### src/hdl/fcore_pkg.sv
/*
 * Shared types and helpers for the arithmetic core.
 * Holds the instruction word formats, the register write port and the DMA
 * request and response records. Modules import it inside their bodies.
 */

package fcore_pkg;

    localparam int reg_width_c = 32;
    localparam int addr_bits_c = 5;

    typedef enum logic [3:0] {
        op_nop = 4'h0,
        op_add = 4'h1,
        op_sub = 4'h2,
        op_mul = 4'h3,
        op_ldi = 4'h4
    } opcode_e;

    // Three register operands
    typedef struct packed {
        opcode_e    opcode;
        logic [4:0] dest;
        logic [4:0] src_a;
        logic [4:0] src_b;
        logic [12:0] unused;
    } reg_form_t;

    // Destination plus a signed 16 bit constant
    typedef struct packed {
        opcode_e            opcode;
        logic [4:0]         dest;
        logic [6:0]         unused;
        logic signed [15:0] imm;
    } imm_form_t;

    // Both formats share the opcode and destination positions
    typedef union packed {
        reg_form_t reg_form;
        imm_form_t imm_form;
    } instr_t;

    typedef struct packed {
        logic [addr_bits_c-1:0] addr;
        logic [reg_width_c-1:0] data;
    } rf_write_t;

    typedef struct packed {
        logic                   is_write;
        logic [addr_bits_c-1:0] addr;
        logic [reg_width_c-1:0] data;
    } dma_req_t;

    typedef struct packed {
        logic [addr_bits_c-1:0] addr;
        logic [reg_width_c-1:0] data;
    } dma_resp_t;

    // Bits needed to index n items, never less than one
    function automatic int bits_for(int n);
        return (n > 1) ? $clog2(n) : 1;
    endfunction

    function automatic logic [reg_width_c-1:0] sign_extend(logic [15:0] imm);
        return {{(reg_width_c-16){imm[15]}}, imm};
    endfunction

endpackage

### src/hdl/dma_engine.sv
/*
 * DMA engine for host access to the register file.
 * Host requests are queued in a circular buffer and executed one per cycle
 * while the arbiter grants access. Reads answer one cycle after issue.
 */

`timescale 1ns/1ps

module dma_engine #(
    parameter int dma_fifo_depth = 4
) (
    input  logic                              clock,
    input  logic                              rst,
    input  logic                              req_valid,
    input  fcore_pkg::dma_req_t               req,
    input  logic                              dma_grant,
    output logic                              dma_pending,
    output logic                              rf_wr_valid,
    output fcore_pkg::rf_write_t              rf_wr,
    output logic [fcore_pkg::addr_bits_c-1:0] rf_rd_addr,
    input  logic [fcore_pkg::reg_width_c-1:0] rf_rd_data,
    output logic                              resp_valid,
    output fcore_pkg::dma_resp_t              resp,
    output logic                              overflow
);

    import fcore_pkg::*;

    localparam int ptr_w = bits_for(dma_fifo_depth);
    localparam int cnt_w = bits_for(dma_fifo_depth + 1);
    localparam logic [ptr_w-1:0] last_slot  = ptr_w'(dma_fifo_depth - 1);
    localparam logic [cnt_w-1:0] full_count = cnt_w'(dma_fifo_depth);

    dma_req_t               queue [dma_fifo_depth];
    dma_req_t               head;
    logic [ptr_w-1:0]       wr_ptr;
    logic [ptr_w-1:0]       rd_ptr;
    logic [cnt_w-1:0]       count;
    logic                   full;
    logic                   push;
    logic                   pop;
    logic                   rd_issued;
    logic [addr_bits_c-1:0] rd_addr_q;

    function automatic logic [ptr_w-1:0] next_ptr(logic [ptr_w-1:0] p);
        return (p == last_slot) ? '0 : p + 1'b1;
    endfunction

    assign full        = (count == full_count);
    assign dma_pending = (count != '0);
    assign push        = req_valid && !full;
    assign pop         = dma_grant && dma_pending;
    assign head        = queue[rd_ptr];

    always_ff @(posedge clock) begin
        if (push) begin
            queue[wr_ptr] <= req;
        end
    end

    always_ff @(posedge clock) begin
        if (rst) begin
            wr_ptr    <= '0;
            rd_ptr    <= '0;
            count     <= '0;
            overflow  <= 1'b0;
            rd_issued <= 1'b0;
        end else begin
            if (push) wr_ptr <= next_ptr(wr_ptr);
            if (pop) rd_ptr <= next_ptr(rd_ptr);
            if (push && !pop) begin
                count <= count + 1'b1;
            end else if (pop && !push) begin
                count <= count - 1'b1;
            end
            if (req_valid && full) overflow <= 1'b1;
            rd_issued <= pop && !head.is_write;
        end
    end

    always_ff @(posedge clock) begin
        if (pop) begin
            rd_addr_q <= head.addr;
        end
    end

    assign rf_wr_valid = pop && head.is_write;
    assign rf_wr       = '{addr: head.addr, data: head.data};
    assign rf_rd_addr  = head.addr;

    // Read data arrives from the register file the cycle after issue
    assign resp_valid = rd_issued;
    assign resp       = '{addr: rd_addr_q, data: rf_rd_data};

    // Pointers and occupancy count are kept separately and must agree
    assert property (@(posedge clock) disable iff (rst) pop |-> (rd_ptr != wr_ptr) || full)
        else $error("DMA queue popped while empty");

endmodule

### src/hdl/dp_ram.sv
/*
 * Simple dual-port RAM, one write port and one read port.
 * Reads are registered with one cycle of latency and return the old
 * contents when the same word is written in the same cycle.
 */

`timescale 1ns/1ps

module dp_ram #(
    parameter int data_width = 32,
    parameter int addr_width = 5
) (
    input  logic                  clock,
    input  logic                  we,
    input  logic [addr_width-1:0] wr_addr,
    input  logic [data_width-1:0] wr_data,
    input  logic [addr_width-1:0] rd_addr,
    output logic [data_width-1:0] rd_data
);

    logic [data_width-1:0] mem [2**addr_width];

    // Nonblocking update keeps read-before-write ordering
    always_ff @(posedge clock) begin
        rd_data <= mem[rd_addr];
        if (we) begin
            mem[wr_addr] <= wr_data;
        end
    end

endmodule

### src/hdl/exec_unit.sv
/*
 * Two stage execution pipeline.
 * Stage 1 decodes the incoming word and addresses the register file, stage 2
 * computes on the returned operands and writes the result back.
 */

`timescale 1ns/1ps

module exec_unit (
    input  logic                              clock,
    input  logic                              rst,
    input  logic                              instr_valid,
    input  fcore_pkg::instr_t                 instr,
    input  logic                              core_hold,
    output logic [fcore_pkg::addr_bits_c-1:0] rd_addr_a,
    output logic [fcore_pkg::addr_bits_c-1:0] rd_addr_b,
    input  logic [fcore_pkg::reg_width_c-1:0] rd_data_a,
    input  logic [fcore_pkg::reg_width_c-1:0] rd_data_b,
    output logic                              wr_valid,
    output fcore_pkg::rf_write_t              wr,
    output logic                              exec_busy,
    output logic                              instr_dropped
);

    import fcore_pkg::*;

    logic                   accept;
    logic                   s2_valid;
    opcode_e                s2_op;
    logic [addr_bits_c-1:0] s2_dest;
    logic [15:0]            s2_imm;
    logic [reg_width_c-1:0] alu_result;

    assign accept = instr_valid && !core_hold;

    // Source fields are presented straight from the bus so the RAM
    // captures them on the same edge as the strobe
    assign rd_addr_a = instr.reg_form.src_a;
    assign rd_addr_b = instr.reg_form.src_b;

    always_ff @(posedge clock) begin
        if (rst) begin
            s2_valid      <= 1'b0;
            instr_dropped <= 1'b0;
        end else begin
            s2_valid <= accept;
            if (instr_valid && core_hold) begin
                instr_dropped <= 1'b1;
            end
        end
    end

    always_ff @(posedge clock) begin
        if (accept) begin
            s2_op   <= instr.reg_form.opcode;
            s2_dest <= instr.reg_form.dest;
            s2_imm  <= instr.imm_form.imm;
        end
    end

    always_comb begin
        case (s2_op)
            op_add:  alu_result = rd_data_a + rd_data_b;
            op_sub:  alu_result = rd_data_a - rd_data_b;
            // Only the low half of the product is kept
            op_mul:  alu_result = rd_data_a * rd_data_b;
            op_ldi:  alu_result = sign_extend(s2_imm);
            default: alu_result = '0;
        endcase
    end

    // Nops and undefined opcodes leave the register file alone
    assign wr_valid  = s2_valid && (s2_op inside {op_add, op_sub, op_mul, op_ldi});
    assign wr.addr   = s2_dest;
    assign wr.data   = alu_result;
    assign exec_busy = s2_valid;

endmodule

### src/hdl/fcore_subsystem.sv
/*
 * Top level of the arithmetic core.
 * Connects the execution unit and the DMA engine to the shared register
 * file through the arbiter and sets the sizing parameters.
 */

`timescale 1ns/1ps

module fcore_subsystem #(
    parameter int file_depth      = 32,
    parameter int reg_per_channel = 16,
    parameter int dma_fifo_depth  = 4,
    parameter int dma_burst       = 4
) (
    input  logic                  clock,
    input  logic                  rst,
    input  logic                  instr_valid,
    input  fcore_pkg::instr_t     instr,
    input  logic                  dma_req_valid,
    input  fcore_pkg::dma_req_t   dma_req,
    output logic                  core_hold,
    output logic                  instr_dropped,
    output logic                  dma_resp_valid,
    output fcore_pkg::dma_resp_t  dma_resp,
    output logic                  dma_overflow
);

    import fcore_pkg::*;

    logic [addr_bits_c-1:0] core_rd_addr_a;
    logic [addr_bits_c-1:0] core_rd_addr_b;
    logic [reg_width_c-1:0] core_rd_data_a;
    logic [reg_width_c-1:0] core_rd_data_b;
    logic                   core_wr_valid;
    rf_write_t              core_wr;
    logic [addr_bits_c-1:0] dma_rd_addr;
    logic [reg_width_c-1:0] dma_rd_data;
    logic                   dma_wr_valid;
    rf_write_t              dma_wr;
    logic                   dma_pending;
    logic                   dma_grant;
    logic                   exec_busy;

    register_file #(
        .file_depth(file_depth),
        .reg_per_channel(reg_per_channel)
    ) u_register_file (
        .clock(clock),
        .dma_grant(dma_grant),
        .core_wr_valid(core_wr_valid),
        .core_wr(core_wr),
        .core_rd_addr_a(core_rd_addr_a),
        .core_rd_addr_b(core_rd_addr_b),
        .core_rd_data_a(core_rd_data_a),
        .core_rd_data_b(core_rd_data_b),
        .dma_wr_valid(dma_wr_valid),
        .dma_wr(dma_wr),
        .dma_rd_addr(dma_rd_addr),
        .dma_rd_data(dma_rd_data)
    );

    regfile_arbiter #(
        .dma_burst(dma_burst)
    ) u_arbiter (
        .clock(clock),
        .rst(rst),
        .dma_pending(dma_pending),
        .exec_busy(exec_busy),
        .dma_grant(dma_grant),
        .core_hold(core_hold)
    );

    exec_unit u_exec_unit (
        .clock(clock),
        .rst(rst),
        .instr_valid(instr_valid),
        .instr(instr),
        .core_hold(core_hold),
        .rd_addr_a(core_rd_addr_a),
        .rd_addr_b(core_rd_addr_b),
        .rd_data_a(core_rd_data_a),
        .rd_data_b(core_rd_data_b),
        .wr_valid(core_wr_valid),
        .wr(core_wr),
        .exec_busy(exec_busy),
        .instr_dropped(instr_dropped)
    );

    dma_engine #(
        .dma_fifo_depth(dma_fifo_depth)
    ) u_dma_engine (
        .clock(clock),
        .rst(rst),
        .req_valid(dma_req_valid),
        .req(dma_req),
        .dma_grant(dma_grant),
        .dma_pending(dma_pending),
        .rf_wr_valid(dma_wr_valid),
        .rf_wr(dma_wr),
        .rf_rd_addr(dma_rd_addr),
        .rf_rd_data(dma_rd_data),
        .resp_valid(dma_resp_valid),
        .resp(dma_resp),
        .overflow(dma_overflow)
    );

endmodule

### src/hdl/regfile_arbiter.sv
/*
 * Arbiter between the execution unit and the DMA engine.
 * Grants the register file to DMA once the pipeline is empty and limits
 * each grant to a burst, with a one cycle release for the core after it.
 */

`timescale 1ns/1ps

module regfile_arbiter #(
    parameter int dma_burst = 4
) (
    input  logic clock,
    input  logic rst,
    input  logic dma_pending,
    input  logic exec_busy,
    output logic dma_grant,
    output logic core_hold
);

    import fcore_pkg::*;

    localparam int burst_w = bits_for(dma_burst);
    localparam logic [burst_w-1:0] last_op = burst_w'(dma_burst - 1);

    logic [burst_w-1:0] op_count;
    logic               release_q;
    logic               burst_done;

    // An operation is performed on every granted cycle with a queued request
    assign burst_done = dma_grant && dma_pending && (op_count == last_op);

    always_ff @(posedge clock) begin
        if (rst) begin
            dma_grant <= 1'b0;
            release_q <= 1'b0;
            op_count  <= '0;
        end else begin
            release_q <= burst_done;
            if (dma_grant) begin
                if (burst_done || !dma_pending) begin
                    dma_grant <= 1'b0;
                    op_count  <= '0;
                end else begin
                    op_count <= op_count + 1'b1;
                end
            end else if (dma_pending && !exec_busy && !release_q) begin
                // Skipping the release cycle lets a core instruction issued there be seen
                dma_grant <= 1'b1;
            end
        end
    end

    assign core_hold = (dma_pending || dma_grant) && !release_q;

    assert property (@(posedge clock) disable iff (rst)
        dma_grant |-> !exec_busy)
        else $error("DMA grant held with an instruction in stage 2");

endmodule

### src/hdl/register_file.sv
/*
 * Register file built from two mirrored dual-port RAMs.
 * The core gets two read ports and one write port; under DMA grant the
 * DMA engine owns the write port and reads through the first RAM.
 */

`timescale 1ns/1ps

module register_file #(
    parameter int file_depth      = 32,
    parameter int reg_per_channel = 16
) (
    input  logic                                clock,
    input  logic                                dma_grant,
    input  logic                                core_wr_valid,
    input  fcore_pkg::rf_write_t                core_wr,
    input  logic [fcore_pkg::addr_bits_c-1:0]   core_rd_addr_a,
    input  logic [fcore_pkg::addr_bits_c-1:0]   core_rd_addr_b,
    output logic [fcore_pkg::reg_width_c-1:0]   core_rd_data_a,
    output logic [fcore_pkg::reg_width_c-1:0]   core_rd_data_b,
    input  logic                                dma_wr_valid,
    input  fcore_pkg::rf_write_t                dma_wr,
    input  logic [fcore_pkg::addr_bits_c-1:0]   dma_rd_addr,
    output logic [fcore_pkg::reg_width_c-1:0]   dma_rd_data
);

    import fcore_pkg::*;

    localparam int ram_addr_w = $clog2(file_depth);

    logic                   ram_we;
    logic [ram_addr_w-1:0]  ram_wr_addr;
    logic [reg_width_c-1:0] ram_wr_data;
    logic [ram_addr_w-1:0]  ram_a_rd_addr;
    logic [ram_addr_w-1:0]  ram_b_rd_addr;
    logic [reg_width_c-1:0] ram_a_rd_data;
    logic [reg_width_c-1:0] ram_b_rd_data;
    logic                   dma_rd_sel;

    if (ram_addr_w != addr_bits_c) begin : g_depth_check
        $error("file_depth does not match the register address width");
    end

    dp_ram #(
        .data_width(reg_width_c),
        .addr_width(ram_addr_w)
    ) mem_a (
        .clock(clock),
        .we(ram_we),
        .wr_addr(ram_wr_addr),
        .wr_data(ram_wr_data),
        .rd_addr(ram_a_rd_addr),
        .rd_data(ram_a_rd_data)
    );

    dp_ram #(
        .data_width(reg_width_c),
        .addr_width(ram_addr_w)
    ) mem_b (
        .clock(clock),
        .we(ram_we),
        .wr_addr(ram_wr_addr),
        .wr_data(ram_wr_data),
        .rd_addr(ram_b_rd_addr),
        .rd_data(ram_b_rd_data)
    );

    // Write and read address muxing follows the current mode
    always_comb begin
        if (dma_grant) begin
            ram_we        = dma_wr_valid;
            ram_wr_addr   = dma_wr.addr;
            ram_wr_data   = dma_wr.data;
            ram_a_rd_addr = dma_rd_addr;
            ram_b_rd_addr = dma_rd_addr;
        end else begin
            ram_we        = core_wr_valid;
            ram_wr_addr   = core_wr.addr;
            // First register of each channel always holds zero in core mode
            ram_wr_data   = (core_wr.addr % reg_per_channel != 0) ? core_wr.data : '0;
            ram_a_rd_addr = core_rd_addr_a;
            ram_b_rd_addr = core_rd_addr_b;
        end
    end

    // Read data returns a cycle late, so steer it with the mode of the read
    always_ff @(posedge clock) begin
        dma_rd_sel <= dma_grant;
    end

    assign dma_rd_data    = dma_rd_sel ? ram_a_rd_data : '0;
    assign core_rd_data_a = dma_rd_sel ? '0 : ram_a_rd_data;
    assign core_rd_data_b = dma_rd_sel ? '0 : ram_b_rd_data;

    // The arbiter must keep the execution unit drained before granting DMA
    assert property (@(posedge clock) core_wr_valid |-> !dma_grant)
        else $error("core write during DMA grant");

endmodule

### config.mk
export PLATFORM = sky130hd
export DESIGN_NAME = fcore_subsystem
export DESIGN_NICKNAME = d
export VERILOG_FILES = /design/src/hdl/fcore_pkg.sv /design/src/hdl/dma_engine.sv /design/src/hdl/dp_ram.sv /design/src/hdl/exec_unit.sv /design/src/hdl/fcore_subsystem.sv /design/src/hdl/regfile_arbiter.sv /design/src/hdl/register_file.sv
export SDC_FILE = /design/constraint.sdc
export NUM_CORES = 2
export LEC_CHECK = 0
export ABC_AREA = 0
export BUFFER_PORTS_ARGS = -buffer_cell sky130_fd_sc_hd__buf_2
export CAP_MARGIN = 15
export CORE_MARGIN = 2
export CORE_UTILIZATION = 40
export CTS_BUF_LIST = sky130_fd_sc_hd__clkbuf_4 sky130_fd_sc_hd__clkbuf_8
export DETAILED_ROUTE_END_ITERATION = 10
export PLACE_DENSITY = 0.57
export SYNTH_ARGS = -nofsm -noshare
export SYNTH_HDL_FRONTEND = slang
export SYNTH_SLANG_ARGS = --single-unit
### constraint.sdc
create_clock -name clock -period 12.7 [get_ports clock]
set_input_delay 1.27 -clock clock [delete_from_list [all_inputs] [get_ports clock]]
set_output_delay 1.27 -clock clock [all_outputs]
set_load 0.1 [all_outputs]
---- Word-level counts from Yosys, hierarchy flattened ----
Memories as Yosys holds them, arrays and structs flattened. A register that Yosys moved wholly into a read port is not among the register bits.
Cells that the tools add are included.
W data, S select, Z words.
operators by class
  mux-type cells .......................... 24
  multipliers ............................. 1
  eq/ne operators ......................... 8
  $add $sub $neg .......................... 7
  reduce and logical (&&, ||, !) cells .... 28
operator list
  cell                   number
  $mux W32               5
  $pmux W32 S4           1
  $add A32 B32 Y32       1
  $mul A32 B32 Y32       1
  $reduce_bool A32 Y1    1
  $sub A32 B32 Y32       1
  $mux W5                3
  $logic_and A1 B1 Y1    14
  $mux W2                5
  $eq A4 B2 Y1 const B   2
  $logic_not A1 Y1       8
  $mux W1                8
  $add A2 B1 Y2 const B  3
  $eq A2 B2 Y1 const B   3
  $mux W3                2
  $eq A4 B1 Y1 const B   1
  $eq A4 B3 Y1 const B   1
  $reduce_bool A4 Y1     1
  $add A3 B1 Y3 const B  1
  $eq A3 B3 Y1 const B   1
  $reduce_bool A3 Y1     1
  $sub A3 B1 Y3 const B  1
  $logic_or A1 B1 Y1     2
  $reduce_bool A2 Y1     1
word-level totals
  input bits .............................. 74
  memories kept ........................... 3
  bits in writable memories ............... 2200
  register bits ........................... 46
  output and inout port bits .............. 41
  logic and storage cells ................. 86
memory list
  memory                     words  width  rd ports  clocked after memory_dff  wr ports  RTL line          text
  u_register_file.mem_a.mem  32     32     1         1                         1         dp_ram.sv:21      logic [data_width-1:0] mem [2**addr_width];
  u_register_file.mem_b.mem  32     32     1         1                         1         dp_ram.sv:21
  u_dma_engine.queue         4      38     1         1                         1         dma_engine.sv:34  dma_req_t queue [dma_fifo_depth];

---- Longest topological paths before layout ----
  depth after elaboration ................. 7
  depth in mapped cells ................... 31
  depth with buffers taken out ............ 26

---- Cells and area by module ----
Synthesis repeated with hierarchy kept, for this count alone.
unflattened totals
  cells, all modules ...................... 7237
  area, all modules ....................... 108316.4 µm²
modules (own cells, without submodules)
  module           cells each  area an instance (µm²)  sequential area each (µm²)  times used
  dp_ram           2260        40485.1                 31390.1                     2
  exec_unit        2157        19243.5                 790.8                       1
  dma_engine       294         6515.0                  4934.7                      1
  register_file    247         1412.6                  20.0                        1
  regfile_arbiter  19          175.2                   80.1                        1

---- Worst setup path before layout ----
Ideal clock, no wire load.
  kind .................................... register to register
  from .................................... register u_register_file.dma_rd_sel
  to ...................................... memory u_register_file.mem_a.mem[20][23], data pin
  path slack .............................. 3.603 ns
  arrival ................................. 8.643 ns
  clock period less this slack ............ 9.097 ns
  cell stages (with the launch flop) ...... 27
  required time ........................... 12.246 ns
  buffers on the path ..................... 4
  library setup time ...................... 0.454 ns
  path through ............................ dfxtp_1 buf_2 buf_1 clkbuf_1 buf_1 nor2b_1 and2_1 fa_1 inv_1 fa_1 fa_1 fa_1 inv_1 fa_1 inv_1 fa_1 inv_1 fa_1 fa_1 ha_1 and3_1 nand2_1 o311ai_1 a31oi_1 xnor2_1 a21oi_1 o21ai_0
between the ends
  longest elaborated chain between the ends .. 5
  elaborated cells between the ends (all ways) .. 8
  classes of those cells .................. add/sub (2); mul (1); mux (5)
ends and longest elaborated chain
  element                                   RTL line                                  text
  from (decl)                               register_file.sv:38                       logic dma_rd_sel;
  from (signal assigned)                    register_file.sv:88                       dma_rd_sel <= dma_grant;
  $mux W32, on equally long branches        register_file.sv:92, register_file.sv:93
  $mul A32 B32 Y32 (tied with other cells)  exec_unit.sv:66                           op_mul: alu_result = rd_data_a * rd_data_b;
  $pmux W32 S4 (*)                          exec_unit.sv:62                           case (s2_op)
  $mux W32 (*)                              register_file.sv:80                       ram_wr_data = (core_wr.addr % reg_per_channel != 0) ? core_wr.data : '0;
  $mux W32 (*)                              register_file.sv:70                       if (dma_grant) begin
  net u_register_file.mem_a.wr_data[23]     dp_ram.sv:16                              input logic [data_width-1:0] wr_data,
  to (decl)                                 dp_ram.sv:21
Mark *: on every way through the listed nets, which the timed path passes. The rest lies on a longest branch.

---- Worst setup path in the final report ----
  from .................................... register u_register_file.dma_rd_sel
  to ...................................... memory u_register_file.mem_b.mem[8][25], data pin
between the ends
  longest elaborated chain between the ends .. 5
  elaborated cells between the ends (all ways) .. 8
  classes of those cells .................. add/sub (2); mul (1); mux (5)
ends and longest elaborated chain
  element                                   RTL line
  $mux W32, on equally long branches        register_file.sv:92, register_file.sv:93
  $mul A32 B32 Y32 (tied with other cells)  exec_unit.sv:66
  $pmux W32 S4 (*)                          exec_unit.sv:62
  $mux W32 (*)                              register_file.sv:80
  $mux W32 (*)                              register_file.sv:70
  net u_register_file.mem_a.wr_data[25]     dp_ram.sv:16
  to (decl)                                 dp_ram.sv:21
Marks and branches as above.

==> insert_results.sql <==
INSERT INTO impl_metrics (metric_group, metric, value, unit) VALUES
('cts', 'cts.repair.resized', '0', ''),
('sta', 'unrepaired_setup_endpoints_after_global_routing', 'false', ''),
('critical_path', 'crit_fanout', '52', ''),
('global_routing', 'grt_use_met1', '32.6', '%'),
('critical_path', 'critical-path-top-cell-by-count', 'fa_1', ''),
('critical_path', 'r2r_setup_slack', '3590', 'ps'),
('min_path', 'min_from', 'u_arbiter.op_count[1]', ''),
('route', 'drt_initial_violations', '4910', ''),
('global_routing', 'grt_remaining_overflow', '0', ''),
('min_path', 'min-delay-path-class', 'register to register', ''),
('sta', 'finalClockSkew', '63.9', 'ps'),
('critical_path', 'critical_path_buf_inv_count', '7', ''),
('sta', 'timing.final.max_slew_violations', '0', ''),
('global_routing', 'first_global_vias', '50028', ''),
('synthesis', 'fraction_of_registers_with_async_set_reset', '0', '%'),
('synthesis', 'average_cell_area_after_synthesis', '13.7', 'um2'),
('global_routing', 'grt_use_met3', '3.91', '%'),
('sta', 'max_slew_margin', '18.5', '%'),
('sta', 'fin_crit', '9110', 'ps'),
('sta', 'worst-slew-pin-transition', '1220', 'ps'),
('route', 'remaining_drc_errors', '0', ''),
('synthesis', 'yosysWarnings', '0', ''),
('sta', 'max_freq', '110', 'MHz'),
('placed_design', 'gp_routability_congestion', '0.874', ''),
('synthesis', 'syn-instance-count', '5536', ''),
('cts', 'cts.repair_timing.setup_buffer_count', '0', ''),
('floorplanning', 'floorplan.core_area', '190000', 'um2'),
('cts', 'cts.htree.levels', '4', ''),
('critical_path', 'regToRegEndpoint', 'u_register_file.mem_b.mem[8][25]', ''),
('global_routing', 'grt_start_max_net_pins', '129', ''),
('floorplanning', 'initial_utilization', '40.1', '%'),
('cts', 'clock_tree.buffer_depth', '3', ''),
('placed_design', 'dpl.hpwl', '149', 'mm'),
('sta', 'timing.final.hold_violations', '0', ''),
('synthesis', 'syn_area', '76100', 'um2'),
('cts', 'cell_at_the_root_of_the_clock_tree', 'clkbuf_8', ''),
('min_path', 'worst_hold_path.endpoint', 'u_arbiter.op_count[1]', ''),
('placed_design', 'placement.io_buffers', '114', ''),
('global_routing', 'groute.usage.overall', '25.0', '%'),
('synthesis', 'synth.lib_cells_used.distinct', '87', ''),
('global_routing', 'grt_pass1_wl', '348', 'mm'),
('cts', 'worst_setup_hold_path_clk_slew', '60', 'ps'),
('synthesis', 'postSynth.topFlopCell', 'edfxtp_1', ''),
('route', 'antenna_left', '0', ''),
('min_path', 'holdPathStages', '2', ''),
('flow_run', 'maxCapViolations', '0', ''),
('synthesis', 'syn-num-nets', '6182', ''),
('synthesis', 'postSynthRegisterBits', '1288', ''),
('route', 'vias_per_cell', '5.86', ''),
('critical_path', 'critical_path_required', '13350', 'ps'),
('route', 'vias', '48996', ''),
('critical_path', 'crit_slowest_cell', 'dfxtp_4', ''),
('final_layout', 'layout_commonest_cell', 'edfxtp_1', ''),
('sta', 'layout_worst_path_cycle_share', '71.7', '%'),
('final_layout', 'drive_above_1_share', '22.1', '%'),
('synthesis', 'synth_enable_flop_cells', '1206', ''),
('floorplanning', 'die_width', '440', 'um'),
('critical_path', 'worst_path_largest_cell_delay', '800', 'ps'),
('final_layout', 'area.growth.synth_to_final', '11.0', '%'),
('floorplanning', 'ios', '115', ''),
('critical_path', 'startpoint_type', 'register', ''),
('final_layout', 'fin_nets', '6304', ''),
('route', 'drt_pre_antenna_iters', '6', ''),
('cts', 'numCtsBuffers', '203', ''),
('critical_path', 'worst_path_dominant_cell_family', 'adder cells', ''),
('critical_path', 'endpoint_kind', 'register', ''),
('sta', 'setup_viol_count_final', '0', ''),
('outcome', 'outcome', 'finished clean', ''),
('route', 'post_dr_wirelength_cell', '29.0', 'um'),
('cts', 'insertion_delay', '960', 'ps'),
('cts', 'cts_tree', 'built', '');
-- area by class of cell --
type | instances | area [um2] | area share [%]
Clock buffer | 276 | 3470 | 4.11
Timing Repair Buffer | 278 | 1940 | 2.30
Antenna cell | 9 | 22.5 | 0.0267
Sequential cell | 1288 | 37900 | 44.8
Tap cell | 2511 | 3140 | 3.72
Multi-Input combinational cell | 3486 | 35500 | 42.0
Clock inverter | 106 | 1020 | 1.21
Inverter | 401 | 1510 | 1.78
-- registers in the layout (all words and copies together) (netlist names), 2 cells and up, named ones only --
name,cells
u_register_file.mem_b.mem,960
u_dma_engine.queue,152
u_register_file.mem_a.mem,64
u_register_file.mem_a.rd_data,32
u_register_file.mem_b.rd_data,32
u_exec_unit.s2_imm,16
u_dma_engine.rd_addr_q,5
u_exec_unit.s2_dest,5
u_exec_unit.s2_op,4
u_dma_engine.count,3
u_arbiter.op_count,2
u_dma_engine.rd_ptr,2
u_dma_engine.wr_ptr,2
-- through the flow --
step / util (%) / setup WS [ps] / cells / hold WS (ps) / cell area (um2)
after floorplan: - / 3600 / 5536 / 329 / 76100
after global placement: 42.1 / 3310 / 7957 / 444 / 79900
after detailed placement: 42.1 / 3320 / 7957 / 452 / 79900
after CTS: 44.5 / 3230 / 8339 / 393 / 84300
after global routing: 44.6 / 3290 / 8348 / 437 / 84500
final: 44.6 / 3590 / 8355 / 462 / 84500
-- how the worst max path moves through the flow --
stage | from | end | slack, ps | cells after the start
floorplan | u_register_file.dma_rd_sel | u_register_file.mem_a.mem[20][23] | 3600 | 26
finish | u_register_file.dma_rd_sel | u_register_file.mem_b.mem[8][25] | 3590 | 25
global placement | u_register_file.dma_rd_sel | u_register_file.mem_b.mem[31][29] | 3310 | 24
global route | u_register_file.dma_rd_sel | u_register_file.mem_b.mem[29][31] | 3290 | 25
CTS | u_register_file.dma_rd_sel | u_register_file.mem_b.mem[2][27] | 3230 | 24
detailed placement | u_register_file.dma_rd_sel | u_register_file.mem_b.mem[19][27] | 3320 | 24
-- routing by layer --
| layer | share of wire [%] | vias up |
|---|---|---|
| li1 | - | 20383 |
| met1 | 38 | 25692 |
| met2 | 49 | 2376 |
| met3 | 8.2 | 539 |
| met4 | 4.8 | 6 |
| met5 | 0.019 | - |
-- worst register-to-register path, delay by kind of cell (launching register included) --
kind	cells	cell delay (ps)
AND/OR/NAND/NOR	4	620
flip-flops	1	800
XOR/XNOR	1	220
AO/OA/AOI/OAI	4	1580
buffers and inverters	7	1300
adder cells (fa/ha/maj)	9	4320
-- cell families after synthesis --
kind of cell	share of synthesized area (%)
and+or+nand+nor	11.2
adders and majority gates	13.4
DFF	49.7
AOI/OAI and AO/OA	3.41
xor gates and xnor gates	1.53
buffers and inverters	4.32
muxes	16.3
-- cell usage after synthesis (8+ instances only) --
| master | number | share of area (%) |
|---|---|---|
| clkbuf_1 | 232 | 1.1 |
| buf_4 | 21 | 0.21 |
| nand2_1 | 883 | 4.4 |
| and3_1 | 11 | 0.090 |
| nor2b_1 | 56 | 0.46 |
| o21ai_1 | 71 | 0.47 |
| edfxtp_1 | 1206 | 48 |
| a21oi_1 | 91 | 0.60 |
| and2_1 | 348 | 2.9 |
| xor2_1 | 37 | 0.43 |
| buf_1 | 17 | 0.084 |
| nand2b_1 | 12 | 0.099 |
| o221ai_1 | 10 | 0.12 |
| o211ai_1 | 12 | 0.12 |
| ha_1 | 162 | 2.7 |
| fa_1 | 410 | 11 |
| inv_1 | 399 | 2.0 |
| nand3_1 | 340 | 2.2 |
| buf_2 | 53 | 0.35 |
| a222oi_1 | 8 | 0.11 |
| nor3_1 | 27 | 0.18 |
| a211oi_1 | 9 | 0.089 |
| mux4_2 | 550 | 16 |
| a31oi_1 | 11 | 0.090 |
| nor2_1 | 123 | 0.61 |
| a21o_1 | 38 | 0.37 |
| o21ai_0 | 56 | 0.37 |
| o31ai_1 | 8 | 0.079 |
| o21a_1 | 10 | 0.099 |
| xnor2_1 | 93 | 1.1 |
| buf_6 | 38 | 0.56 |
| dfxtp_1 | 82 | 2.2 |
Power is left out: the tool's default activity adds up to more than one toggle a clock period on the data nets, which glitch-free logic cannot reach.
